--- src/logic/exe_pkg.sv ---
package exe_pkg;

    localparam int XLEN   = 32;
    localparam int REG_AW = 5;

    typedef enum logic [3:0] {
        ALU_ADD,
        ALU_SUB,
        ALU_AND,
        ALU_OR,
        ALU_XOR,
        ALU_SLT,
        ALU_SLTU,
        ALU_SLL,
        ALU_SRL,
        ALU_SRA,
        ALU_LUI
    } alu_op_t;

    typedef enum logic [3:0] {
        BR_JIRL,
        BR_B,
        BR_BL,
        BR_BEQ,
        BR_BNE,
        BR_BLT,
        BR_BGE,
        BR_BLTU,
        BR_BGEU
    } br_op_t;

    typedef enum logic [1:0] {
        MUL_LO,
        MULH_SS,
        MULH_UU
    } mul_op_t;

    typedef enum logic [1:0] {
        UNIT_NONE,
        UNIT_ALU,
        UNIT_MUL,
        UNIT_BR
    } unit_t;

    // pc_next is the predicted next pc from fetch
    typedef struct packed {
        logic              en;
        unit_t             unit;
        alu_op_t           alu_op;
        br_op_t            br_op;
        mul_op_t           mul_op;
        logic              use_imm;
        logic [REG_AW-1:0] rd;
        logic [REG_AW-1:0] rj;
        logic [REG_AW-1:0] rk;
        logic [XLEN-1:0]   imm;
        logic [XLEN-1:0]   pc;
        logic [XLEN-1:0]   pc_next;
    } issue_slot_t;

    typedef struct packed {
        logic              en;
        logic [REG_AW-1:0] rd;
        logic [XLEN-1:0]   data;
    } wb_t;

    typedef struct packed {
        logic            flush;
        logic [XLEN-1:0] target;
    } redirect_t;

    // hh already carries the signed correction
    typedef struct packed {
        logic [XLEN-1:0] ll;
        logic [XLEN-1:0] lh;
        logic [XLEN-1:0] hl;
        logic [XLEN-1:0] hh;
        mul_op_t         op;
    } mul_part_t;

endpackage

--- src/logic/exe_alu.sv ---
`timescale 1ns/10ps

module exe_alu import exe_pkg::*; (
    input  alu_op_t         op,
    input  logic [XLEN-1:0] a,
    input  logic [XLEN-1:0] b,
    output logic [XLEN-1:0] result
);

    localparam int SHW = $clog2(XLEN);

    logic [SHW-1:0] shamt;

    assign shamt = b[SHW-1:0];

    always_comb begin
        case (op)
            ALU_ADD: result = a + b;
            ALU_SUB: result = a - b;
            ALU_AND: result = a & b;
            ALU_OR: result = a | b;
            ALU_XOR: result = a ^ b;
            ALU_SLT: begin
                result = {{(XLEN-1){1'b0}}, $signed(a) < $signed(b)};
            end
            ALU_SLTU: begin
                result = {{(XLEN-1){1'b0}}, a < b};
            end
            ALU_SLL: result = a << shamt;
            ALU_SRL: result = a >> shamt;
            ALU_SRA: result = $unsigned($signed(a) >>> shamt);
            // upper immediate comes in pre-shifted
            ALU_LUI: result = b;
            default: result = '0;
        endcase
    end

endmodule

--- src/logic/exe_branch.sv ---
`timescale 1ns/10ps

module exe_branch import exe_pkg::*; (
    input  issue_slot_t     slot,
    input  logic [XLEN-1:0] a,
    input  logic [XLEN-1:0] b,
    output redirect_t       redirect,
    output logic [XLEN-1:0] link
);

    logic            taken;
    logic            is_br;
    logic [XLEN-1:0] target;
    logic [XLEN-1:0] next_pc;

    always_comb begin
        case (slot.br_op)
            BR_JIRL,
            BR_B,
            BR_BL: taken = 1'b1;
            BR_BEQ: taken = (a == b);
            BR_BNE: taken = (a != b);
            BR_BLT: taken = ($signed(a) < $signed(b));
            BR_BGE: taken = ($signed(a) >= $signed(b));
            BR_BLTU: taken = (a < b);
            BR_BGEU: taken = (a >= b);
            default: taken = 1'b0;
        endcase
    end

    // jirl is register relative and the rest pc relative
    assign target = (slot.br_op == BR_JIRL) ? a + slot.imm : slot.pc + slot.imm;

    assign link    = slot.pc + XLEN'(4);
    assign next_pc = taken ? target : link;

    assign is_br = slot.en && (slot.unit == UNIT_BR);

    // mispredict when the real next pc differs from the prediction
    assign redirect.flush  = is_br && (next_pc != slot.pc_next);
    assign redirect.target = next_pc;

endmodule

--- src/logic/exe_mul.sv ---
`timescale 1ns/10ps

module exe_mul import exe_pkg::*; (
    input  logic            clk,
    input  logic            reset,
    input  logic            advance,
    input  mul_op_t         op,
    input  logic [XLEN-1:0] a,
    input  logic [XLEN-1:0] b,
    output logic [XLEN-1:0] product
);

    localparam int HALF = XLEN / 2;

    mul_part_t         part;
    logic [XLEN-1:0]   corr;
    logic [2*XLEN-1:0] sum;

    // signed high word = unsigned high word minus the cross terms
    always_comb begin
        corr = '0;
        if (op == MULH_SS) begin
            if (a[XLEN-1]) begin
                corr = corr + b;
            end
            if (b[XLEN-1]) begin
                corr = corr + a;
            end
        end
    end

    // four 16x16 products in the first cycle
    always_ff @(posedge clk) begin
        if (advance) begin
            part.ll <= a[HALF-1:0] * b[HALF-1:0];
            part.lh <= a[HALF-1:0] * b[XLEN-1:HALF];
            part.hl <= a[XLEN-1:HALF] * b[HALF-1:0];
            part.hh <= a[XLEN-1:HALF] * b[XLEN-1:HALF] - corr;
            part.op <= op;
        end
    end

    // final sum and word select in the second cycle
    assign sum = {part.hh, part.ll}
               + ({{XLEN{1'b0}}, part.lh} << HALF)
               + ({{XLEN{1'b0}}, part.hl} << HALF);

    assign product = (part.op == MUL_LO) ? sum[XLEN-1:0] : sum[2*XLEN-1:XLEN];

    a_op_known: assert property (
        @(posedge clk) disable iff (reset)
        advance |-> !$isunknown(op)
    );

endmodule

--- src/logic/exe_forward.sv ---
`timescale 1ns/10ps

module exe_forward import exe_pkg::*; (
    input  issue_slot_t     slot0,
    input  issue_slot_t     slot1,
    input  logic [XLEN-1:0] rj0_data,
    input  logic [XLEN-1:0] rk0_data,
    input  logic [XLEN-1:0] rj1_data,
    input  logic [XLEN-1:0] rk1_data,
    input  wb_t             exe1_wb0,
    input  wb_t             exe1_wb1,
    input  wb_t             wb0,
    input  wb_t             wb1,
    output logic [XLEN-1:0] op_a0,
    output logic [XLEN-1:0] op_b0,
    output logic [XLEN-1:0] op_a1,
    output logic [XLEN-1:0] op_b1
);

    // youngest result wins
    function automatic logic [XLEN-1:0] pick(
        input logic [REG_AW-1:0] r,
        input logic [XLEN-1:0]   rf
    );
        if (r == '0) begin
            return '0;
        end else if (exe1_wb1.en && exe1_wb1.rd == r) begin
            return exe1_wb1.data;
        end else if (exe1_wb0.en && exe1_wb0.rd == r) begin
            return exe1_wb0.data;
        end else if (wb1.en && wb1.rd == r) begin
            return wb1.data;
        end else if (wb0.en && wb0.rd == r) begin
            return wb0.data;
        end
        return rf;
    endfunction

    always_comb begin
        op_a0 = pick(slot0.rj, rj0_data);
        op_b0 = slot0.use_imm ? slot0.imm : pick(slot0.rk, rk0_data);
        op_a1 = pick(slot1.rj, rj1_data);
        op_b1 = slot1.use_imm ? slot1.imm : pick(slot1.rk, rk1_data);
    end

endmodule

--- src/logic/exe_control.sv ---
`timescale 1ns/10ps

module exe_control import exe_pkg::*; (
    input  logic              clk,
    input  logic              reset,
    input  logic              issue_valid,
    input  issue_slot_t       slot0,
    input  issue_slot_t       slot1,
    input  logic              br_flush,
    input  logic [REG_AW-1:0] mul_rd,
    input  logic              mul_busy,
    output logic              issue_ready,
    output logic              accept,
    output logic              kill1,
    output logic              flush_q
);

    logic mul_hazard;

    function automatic logic reads_rd(
        input issue_slot_t       s,
        input logic [REG_AW-1:0] r
    );
        return s.en && ((s.rj == r) || (!s.use_imm && (s.rk == r)));
    endfunction

    // product not ready until writeback so issue holds one cycle
    assign mul_hazard = mul_busy && (mul_rd != '0)
                     && (reads_rd(slot0, mul_rd) || reads_rd(slot1, mul_rd));

    assign issue_ready = !flush_q && !mul_hazard;
    assign accept      = issue_valid && issue_ready;

    // lane 1 shares the group with a mispredicted branch
    assign kill1 = accept && br_flush;

    always_ff @(posedge clk) begin
        if (reset) begin
            flush_q <= 1'b0;
        end else begin
            flush_q <= accept && br_flush;
        end
    end

    a_no_issue_in_flush: assert property (
        @(posedge clk) disable iff (reset)
        (accept && br_flush) |=> (flush_q && !issue_ready)
    );

    a_accept_needs_valid: assert property (
        @(posedge clk) disable iff (reset)
        accept |-> issue_valid
    );

endmodule

--- src/logic/exe_results.sv ---
`timescale 1ns/10ps

module exe_results import exe_pkg::*; (
    input  logic              clk,
    input  logic              reset,
    input  logic              accept,
    input  logic              kill1,
    input  issue_slot_t       slot0,
    input  issue_slot_t       slot1,
    input  logic [XLEN-1:0]   alu0,
    input  logic [XLEN-1:0]   alu1,
    input  logic [XLEN-1:0]   link,
    input  redirect_t         br_redirect,
    input  logic [XLEN-1:0]   product,
    output wb_t               exe1_wb0,
    output wb_t               exe1_wb1,
    output logic [REG_AW-1:0] mul_rd,
    output logic              mul_busy,
    output wb_t               wb0,
    output wb_t               wb1,
    output redirect_t         redirect
);

    logic is_link;
    logic wr0;
    logic wr1;

    // only bl and jirl write a link register
    assign is_link = (slot0.unit == UNIT_BR)
                  && ((slot0.br_op == BR_BL) || (slot0.br_op == BR_JIRL));

    assign wr0 = accept && slot0.en && (slot0.rd != '0)
              && ((slot0.unit == UNIT_ALU) || is_link);
    assign wr1 = accept && slot1.en && !kill1 && (slot1.rd != '0)
              && (slot1.unit == UNIT_ALU);

    always_ff @(posedge clk) begin
        if (reset) begin
            exe1_wb0.en     <= 1'b0;
            exe1_wb1.en     <= 1'b0;
            mul_busy        <= 1'b0;
            wb0.en          <= 1'b0;
            wb1.en          <= 1'b0;
            redirect.flush  <= 1'b0;
        end else begin
            exe1_wb0.en     <= wr0;
            exe1_wb1.en     <= wr1;
            mul_busy        <= accept && slot0.en && (slot0.unit == UNIT_MUL);
            wb0.en          <= exe1_wb0.en || (mul_busy && (mul_rd != '0));
            wb1.en          <= exe1_wb1.en;
            redirect.flush  <= accept && br_redirect.flush;
        end
    end

    always_ff @(posedge clk) begin
        exe1_wb0.rd     <= slot0.rd;
        exe1_wb0.data   <= (slot0.unit == UNIT_BR) ? link : alu0;
        exe1_wb1.rd     <= slot1.rd;
        exe1_wb1.data   <= alu1;
        mul_rd          <= slot0.rd;
        // a multiply owns lane 0 of writeback when its product lands
        wb0.rd          <= mul_busy ? mul_rd : exe1_wb0.rd;
        wb0.data        <= mul_busy ? product : exe1_wb0.data;
        wb1.rd          <= exe1_wb1.rd;
        wb1.data        <= exe1_wb1.data;
        redirect.target <= br_redirect.target;
    end

    a_no_r0_write: assert property (
        @(posedge clk) disable iff (reset)
        !(wb0.en && (wb0.rd == '0)) && !(wb1.en && (wb1.rd == '0))
    );

endmodule

--- src/logic/exe_top.sv ---
`timescale 1ns/10ps

module exe_top import exe_pkg::*; (
    input  logic            clk,
    input  logic            reset,
    input  logic            issue_valid,
    input  issue_slot_t     slot0,
    input  issue_slot_t     slot1,
    input  logic [XLEN-1:0] rj0_data,
    input  logic [XLEN-1:0] rk0_data,
    input  logic [XLEN-1:0] rj1_data,
    input  logic [XLEN-1:0] rk1_data,
    output logic            issue_ready,
    output wb_t             wb0,
    output wb_t             wb1,
    output redirect_t       redirect
);

    logic              accept;
    logic              kill1;
    logic              mul_busy;
    logic              mul_advance;
    logic [REG_AW-1:0] mul_rd;
    logic [XLEN-1:0]   op_a0;
    logic [XLEN-1:0]   op_b0;
    logic [XLEN-1:0]   op_a1;
    logic [XLEN-1:0]   op_b1;
    logic [XLEN-1:0]   alu0;
    logic [XLEN-1:0]   alu1;
    logic [XLEN-1:0]   link;
    logic [XLEN-1:0]   product;
    redirect_t         br_redirect;
    wb_t               exe1_wb0;
    wb_t               exe1_wb1;

    assign mul_advance = accept && slot0.en && (slot0.unit == UNIT_MUL);

    exe_control u_control (
        .clk         (clk),
        .reset       (reset),
        .issue_valid (issue_valid),
        .slot0       (slot0),
        .slot1       (slot1),
        .br_flush    (br_redirect.flush),
        .mul_rd      (mul_rd),
        .mul_busy    (mul_busy),
        .issue_ready (issue_ready),
        .accept      (accept),
        .kill1       (kill1),
        .flush_q     ()
    );

    exe_forward u_forward (
        .slot0    (slot0),
        .slot1    (slot1),
        .rj0_data (rj0_data),
        .rk0_data (rk0_data),
        .rj1_data (rj1_data),
        .rk1_data (rk1_data),
        .exe1_wb0 (exe1_wb0),
        .exe1_wb1 (exe1_wb1),
        .wb0      (wb0),
        .wb1      (wb1),
        .op_a0    (op_a0),
        .op_b0    (op_b0),
        .op_a1    (op_a1),
        .op_b1    (op_b1)
    );

    exe_alu u_alu0 (
        .op     (slot0.alu_op),
        .a      (op_a0),
        .b      (op_b0),
        .result (alu0)
    );

    exe_alu u_alu1 (
        .op     (slot1.alu_op),
        .a      (op_a1),
        .b      (op_b1),
        .result (alu1)
    );

    exe_branch u_branch (
        .slot     (slot0),
        .a        (op_a0),
        .b        (op_b0),
        .redirect (br_redirect),
        .link     (link)
    );

    exe_mul u_mul (
        .clk     (clk),
        .reset   (reset),
        .advance (mul_advance),
        .op      (slot0.mul_op),
        .a       (op_a0),
        .b       (op_b0),
        .product (product)
    );

    exe_results u_results (
        .clk         (clk),
        .reset       (reset),
        .accept      (accept),
        .kill1       (kill1),
        .slot0       (slot0),
        .slot1       (slot1),
        .alu0        (alu0),
        .alu1        (alu1),
        .link        (link),
        .br_redirect (br_redirect),
        .product     (product),
        .exe1_wb0    (exe1_wb0),
        .exe1_wb1    (exe1_wb1),
        .mul_rd      (mul_rd),
        .mul_busy    (mul_busy),
        .wb0         (wb0),
        .wb1         (wb1),
        .redirect    (redirect)
    );

endmodule

--- config.mk ---
export PLATFORM = sky130hd
export DESIGN_NAME = exe_top
export DESIGN_NICKNAME = d
export VERILOG_FILES = /design/src/logic/exe_pkg.sv /design/src/logic/exe_alu.sv /design/src/logic/exe_branch.sv /design/src/logic/exe_mul.sv /design/src/logic/exe_forward.sv /design/src/logic/exe_control.sv /design/src/logic/exe_results.sv /design/src/logic/exe_top.sv
export SDC_FILE = /design/constraint.sdc
export NUM_CORES = 2
export LEC_CHECK = 0
export BUFFER_PORTS_ARGS = -buffer_cell sky130_fd_sc_hd__buf_2
export CAP_MARGIN = 20
export CORE_MARGIN = 1.5
export CORE_UTILIZATION = 50
export DETAILED_ROUTE_END_ITERATION = 10
export PLACE_DENSITY_LB_ADDON = 0.05
export SLEW_MARGIN = 20
export SYNTH_ARGS = -nofsm -noshare
export SYNTH_HDL_FRONTEND = slang
export SYNTH_SLANG_ARGS = --single-unit
--- constraint.sdc ---
create_clock -name clk -period 12.6 [get_ports clk]
set_input_delay 1.89 -clock clk [delete_from_list [all_inputs] [get_ports clk]]
set_output_delay 1.89 -clock clk [all_outputs]
set_load 0.02 [all_outputs]
==> metrics.txt <==
# TYPE chip_impl_metric gauge
chip_impl_metric{name="post_synthesis_register_bit_count",unit=""} 316
chip_impl_metric{name="grt_start_max_net_pins",unit=""} 87
chip_impl_metric{name="timing.critical_path.fanout_max",unit=""} 26
chip_impl_metric{name="initial_utilization",unit="%"} 50.6
chip_impl_info{name="timing.hold.worst.start",value="u_results.exe1_wb1[7]"} 1
chip_impl_metric{name="placed_cells_incl_taps",unit=""} 11400
chip_impl_metric{name="viasPerCell",unit=""} 6.63
chip_impl_metric{name="ctsHtreeMaxLevel",unit=""} 2
chip_impl_info{name="clk_root_buffer_cell",value="clkbuf_16"} 1
chip_impl_info{name="worst_path_max_delay_cell",value="clkinv_1"} 1
chip_impl_metric{name="number_of_clock_sinks",unit=""} 316
chip_impl_metric{name="drv.max_cap_violation_count",unit=""} 1
chip_impl_metric{name="power.share.clock",unit="%"} 6.4
chip_impl_metric{name="vert_die_dim",unit="um"} 382
chip_impl_info{name="clock_tree_from_tritoncts",value="yes"} 1
chip_impl_metric{name="ctsResizeCount",unit=""} 0
chip_impl_metric{name="netlist-cell-type-count",unit=""} 105
chip_impl_metric{name="number_of_rows_created_at_floorplan",unit=""} 138
chip_impl_info{name="run_status",value="finished with violations"} 1
chip_impl_info{name="worstHoldPathType",value="reg2reg"} 1
chip_impl_metric{name="dpl.hpwl",unit="um"} 305000
chip_impl_metric{name="finalWeightedCongestion",unit=""} 1.12
chip_impl_metric{name="report.final.hold_viol_count",unit=""} 0
chip_impl_metric{name="total_negative_setup_slack",unit="ps"} 0
chip_impl_metric{name="post_synth_inst_count",unit=""} 9294
chip_impl_metric{name="detailedRoute.firstIterationViolations",unit=""} 9973
chip_impl_metric{name="power_density",unit="mW/mm^2"} 270
chip_impl_metric{name="worst-endpoint-required",unit="ps"} 13010
chip_impl_metric{name="holdWs",unit="ps"} 442
chip_impl_metric{name="internal_power",unit="mW"} 9.66
chip_impl_metric{name="power.net_switching",unit="mW"} 11.8
chip_impl_info{name="end_kind",value="register"} 1
chip_impl_metric{name="synth_warnings",unit=""} 0
chip_impl_metric{name="post-place-ws",unit="ps"} 187
chip_impl_metric{name="cts-hold-fix-buffers",unit=""} 0
chip_impl_metric{name="async_flop_share",unit="%"} 0
chip_impl_metric{name="portBuffers",unit=""} 420
chip_impl_metric{name="final_cell_area",unit="sq mm"} 0.0792
chip_impl_metric{name="drt-total-wl",unit="um"} 382000
chip_impl_info{name="failing_checks",value="capacitance limit"} 1
chip_impl_metric{name="drc_violations",unit=""} 0
chip_impl_metric{name="total_die_area",unit="sq mm"} 0.146
chip_impl_metric{name="power.combinational.fraction",unit="%"} 82.8
chip_impl_info{name="topRoutingLayerUsed",value="met5"} 1
chip_impl_metric{name="dr_total_vias",unit=""} 76100
chip_impl_metric{name="synth.top_cell.area_share",unit="%"} 23.5
chip_impl_metric{name="postCtsSetupRepairBufs",unit=""} 0
chip_impl_metric{name="arrival",unit="ps"} 12580
chip_impl_metric{name="ant_nets",unit=""} 0
chip_impl_metric{name="drt_pass1_iterations",unit=""} 7
chip_impl_metric{name="syn_to_final_growth",unit="%"} 10.2
chip_impl_info{name="synth_largest_area_cell",value="fa_1"} 1
chip_impl_metric{name="synth-edff-count",unit=""} 130
chip_impl_metric{name="worst_pin_slew",unit="ps"} 1460
chip_impl_metric{name="power.ir.vdd_worst",unit="V"} 0.000429
chip_impl_metric{name="relSlewSlack",unit="%"} 0.465
chip_impl_metric{name="ios",unit=""} 491
chip_impl_info{name="most_frequent_cell_on_the_critical_path",value="inv_1"} 1
chip_impl_metric{name="detailroute.wirelength.met3",unit="um"} 49800
chip_impl_info{name="synth.top_cells.by_area",value="fa_1 (23%), ha_1 (12%), nand2_1 (6.2%), inv_1 (6.1%), nor2_1 (5.7%)"} 1
chip_impl_metric{name="number_of_setup_violations_in_the_final_report",unit=""} 0
chip_impl_metric{name="design.core.area",unit="sq mm"} 0.142
chip_impl_metric{name="syn_nets",unit=""} 11200
chip_impl_metric{name="final_min_period_over_clock_period",unit="%"} 96.6
chip_impl_metric{name="grt_pass1_vias",unit=""} 74100
chip_impl_info{name="unrepaired_setup_endpoints_after_global_routing",value="no"} 1
chip_impl_info{name="most_used_dff_post_synth",value="dfxtp_1"} 1
chip_impl_metric{name="p_leak",unit="nW"} 36.9
chip_impl_info{name="regToRegStartpoint",value="u_results.wb1[36]"} 1
chip_impl_metric{name="overall_routing_resource_usage",unit="%"} 51.1
chip_impl_metric{name="layout-drive-gt1-share",unit="%"} 10.7
chip_impl_metric{name="reg2reg_slack",unit="ps"} 1260
chip_impl_metric{name="overflow",unit=""} 0
chip_impl_metric{name="wl_met1",unit="um"} 132000
chip_impl_metric{name="seq_area_frac_synth",unit="%"} 10.6
chip_impl_metric{name="initial_antenna_violation_count",unit=""} 37
chip_impl_info{name="cp-start-kind",value="primary input"} 1
chip_impl_metric{name="timing.final.max_slew_violations",unit=""} 0
chip_impl_metric{name="clk_pin_slew",unit="ps"} 70
chip_impl_metric{name="fp.dieW",unit="um"} 382
chip_impl_metric{name="fin_ws",unit="ps"} 425
chip_impl_metric{name="final_net_count",unit=""} 11500
chip_impl_metric{name="achievable-frequency",unit="GHz"} 0.0821
chip_impl_metric{name="wl_met2",unit="um"} 159000
chip_impl_metric{name="wl_per_cell",unit="um"} 33.3
chip_impl_metric{name="first_pass_grt_wire_length",unit="um"} 532000
chip_impl_metric{name="post_layout_nonfiller_instances",unit=""} 11500
chip_impl_metric{name="final.setup_skew",unit="ps"} 44.0
chip_impl_info{name="critPathLaunch",value="slot0[101]"} 1
chip_impl_info{name="path_class",value="in2reg"} 1
chip_impl_metric{name="syn-mean-instance-area",unit="sq um"} 7.74
chip_impl_metric{name="cts_max_path_buffers",unit=""} 3
chip_impl_metric{name="worstSkewPairLatency",unit="ps"} 680
chip_impl_metric{name="switching_share",unit="%"} 54.9
chip_impl_metric{name="post_place_cell_area",unit="sq mm"} 0.0776
chip_impl_metric{name="cts_inserted_buffers",unit=""} 42
chip_impl_metric{name="finalWorstPathRequiredPeriod",unit="ps"} 12170
chip_impl_metric{name="largest_stage_delay_on_the_critical_path",unit="ps"} 1010
chip_impl_metric{name="synth.cell_area",unit="sq mm"} 0.0719
chip_impl_metric{name="p_seq_share",unit="%"} 10.9
layer usage:
| metal | vias up | track usage (%) |
|---|---|---|
| met3 | 1633 | 16.7 |
| met1 | 37100 | 59.5 |
| li1 | 31600 | - |
| met5 | - | 0.529 |
| met4 | 18 | 44.7 |
| met2 | 5774 | 75.4 |
path summary, 6_finish.rpt:
path,depth (start not counted),endpoint
max,36,u_mul.part[64]
min,0,u_results.wb1[7]
max reg2reg,35,u_mul.part[64]
min reg2reg,0,u_results.wb1[7]
power by group through the flow:
stage                     sequential (mW)  combinational (mW)  clock (mW)
after global routing                 2.32                19.1        1.38
after global placement               2.31                16.6           0
after CTS                            2.30                17.2        1.35
final                                2.33                17.7        1.36
after floorplan                      2.22                11.5           0
after detailed placement             2.32                17.0           0
per-stage QoR:
| step | utilization [%] | total power, mW |
|---|---|---|
| floorplan | - | 13.7 |
| global placement | 54.6 | 18.9 |
| detailed placement | 54.6 | 19.3 |
| CTS | 55.6 | 20.8 |
| global route | 55.7 | 22.8 |
| finish | 55.7 | 21.4 |
cell type report:
class / instances / area, sq um
fillers: 13300 / 62900
multi-input cells: 7195 / 58400
flip-flops and latches: 316 / 7630
repair buffers: 761 / 4740
inverters: 1210 / 4540
well taps: 1890 / 2360
clock buffers: 49 / 1140
clock inverters: 27 / 333
diodes: 36 / 90.1
worst max-delay path: cells and delay by family:
family                     cells  cell delay (ps)
AOI/OAI and AO/OA             12             3800
xor gates and xnor gates       2              390
and+or+nand+nor                4              730
adders and majority gates      7             2780
buffers and inverters         11             2930
cells by family after synthesis:
kind of cell	Yosys count	synth area share [%]
simple gates	2927	17.2
compound gates	2121	19.3
buf+inv	1783	9.38
fa+ha+maj	1555	35.9
xor+xnor	384	4.76
flops	316	10.6
mux	208	2.92
Yosys cell counts (all sizes together), types with 45 or more instances:
| master | n |
|---|---|
| o211ai | 75 |
| a211oi | 210 |
| fa | 843 |
| a21oi | 507 |
| edfxtp | 130 |
| xnor2 | 247 |
| mux2i | 191 |
| o21a | 53 |
| o22ai | 48 |
| buf | 133 |
| inv | 1187 |
| nor3 | 156 |
| a22oi | 45 |
| o21bai | 61 |
| nand2 | 1184 |
| o31ai | 69 |
| a311oi | 54 |
| clkbuf | 439 |
| a21o | 94 |
| xor2 | 134 |
| nor2 | 1090 |
| ha | 712 |
| o21ai | 528 |
| dfxtp | 186 |
| and3 | 58 |
| a221oi | 56 |
| nand3 | 155 |
placed cells by master, fill, tap and decap left out, types with 29 or more instances in the layout:
master     instances
o31ai_1           44
and2_1            34
nand3_1          150
o22ai_1           46
inv_1           1172
mux2i_1          191
a31oi_1           41
edfxtp_1         130
buf_2            420
dfxtp_1          185
nor2b_1           40
a221oi_1          55
a22oi_1           45
xor2_1           134
a21o_1            94
nand2b_1          42
or3_1             34
and3_1            56
a311oi_1          54
diode_2           36
buf_4            334
fa_1             843
ha_1             712
nor2_1          1087
o21ai_0          509
o221ai_1          39
nand2_1         1184
clkbuf_16         44
xnor2_1          245
nor3_1           149
a211oi_1         180
o211ai_1          74
o21bai_1          60
o21a_1            53
a21oi_1          502
a211oi_4          29
registers in the layout, indices dropped and copies added (netlist names):
name	cells
u_mul.part	130
u_results.exe1_wb0	38
u_results.exe1_wb1	38
u_results.mul_busy	1
u_results.redirect	33
u_results.wb0	38
u_results.wb1	38
No activity file was read; power rests on OpenSTA's default activity.
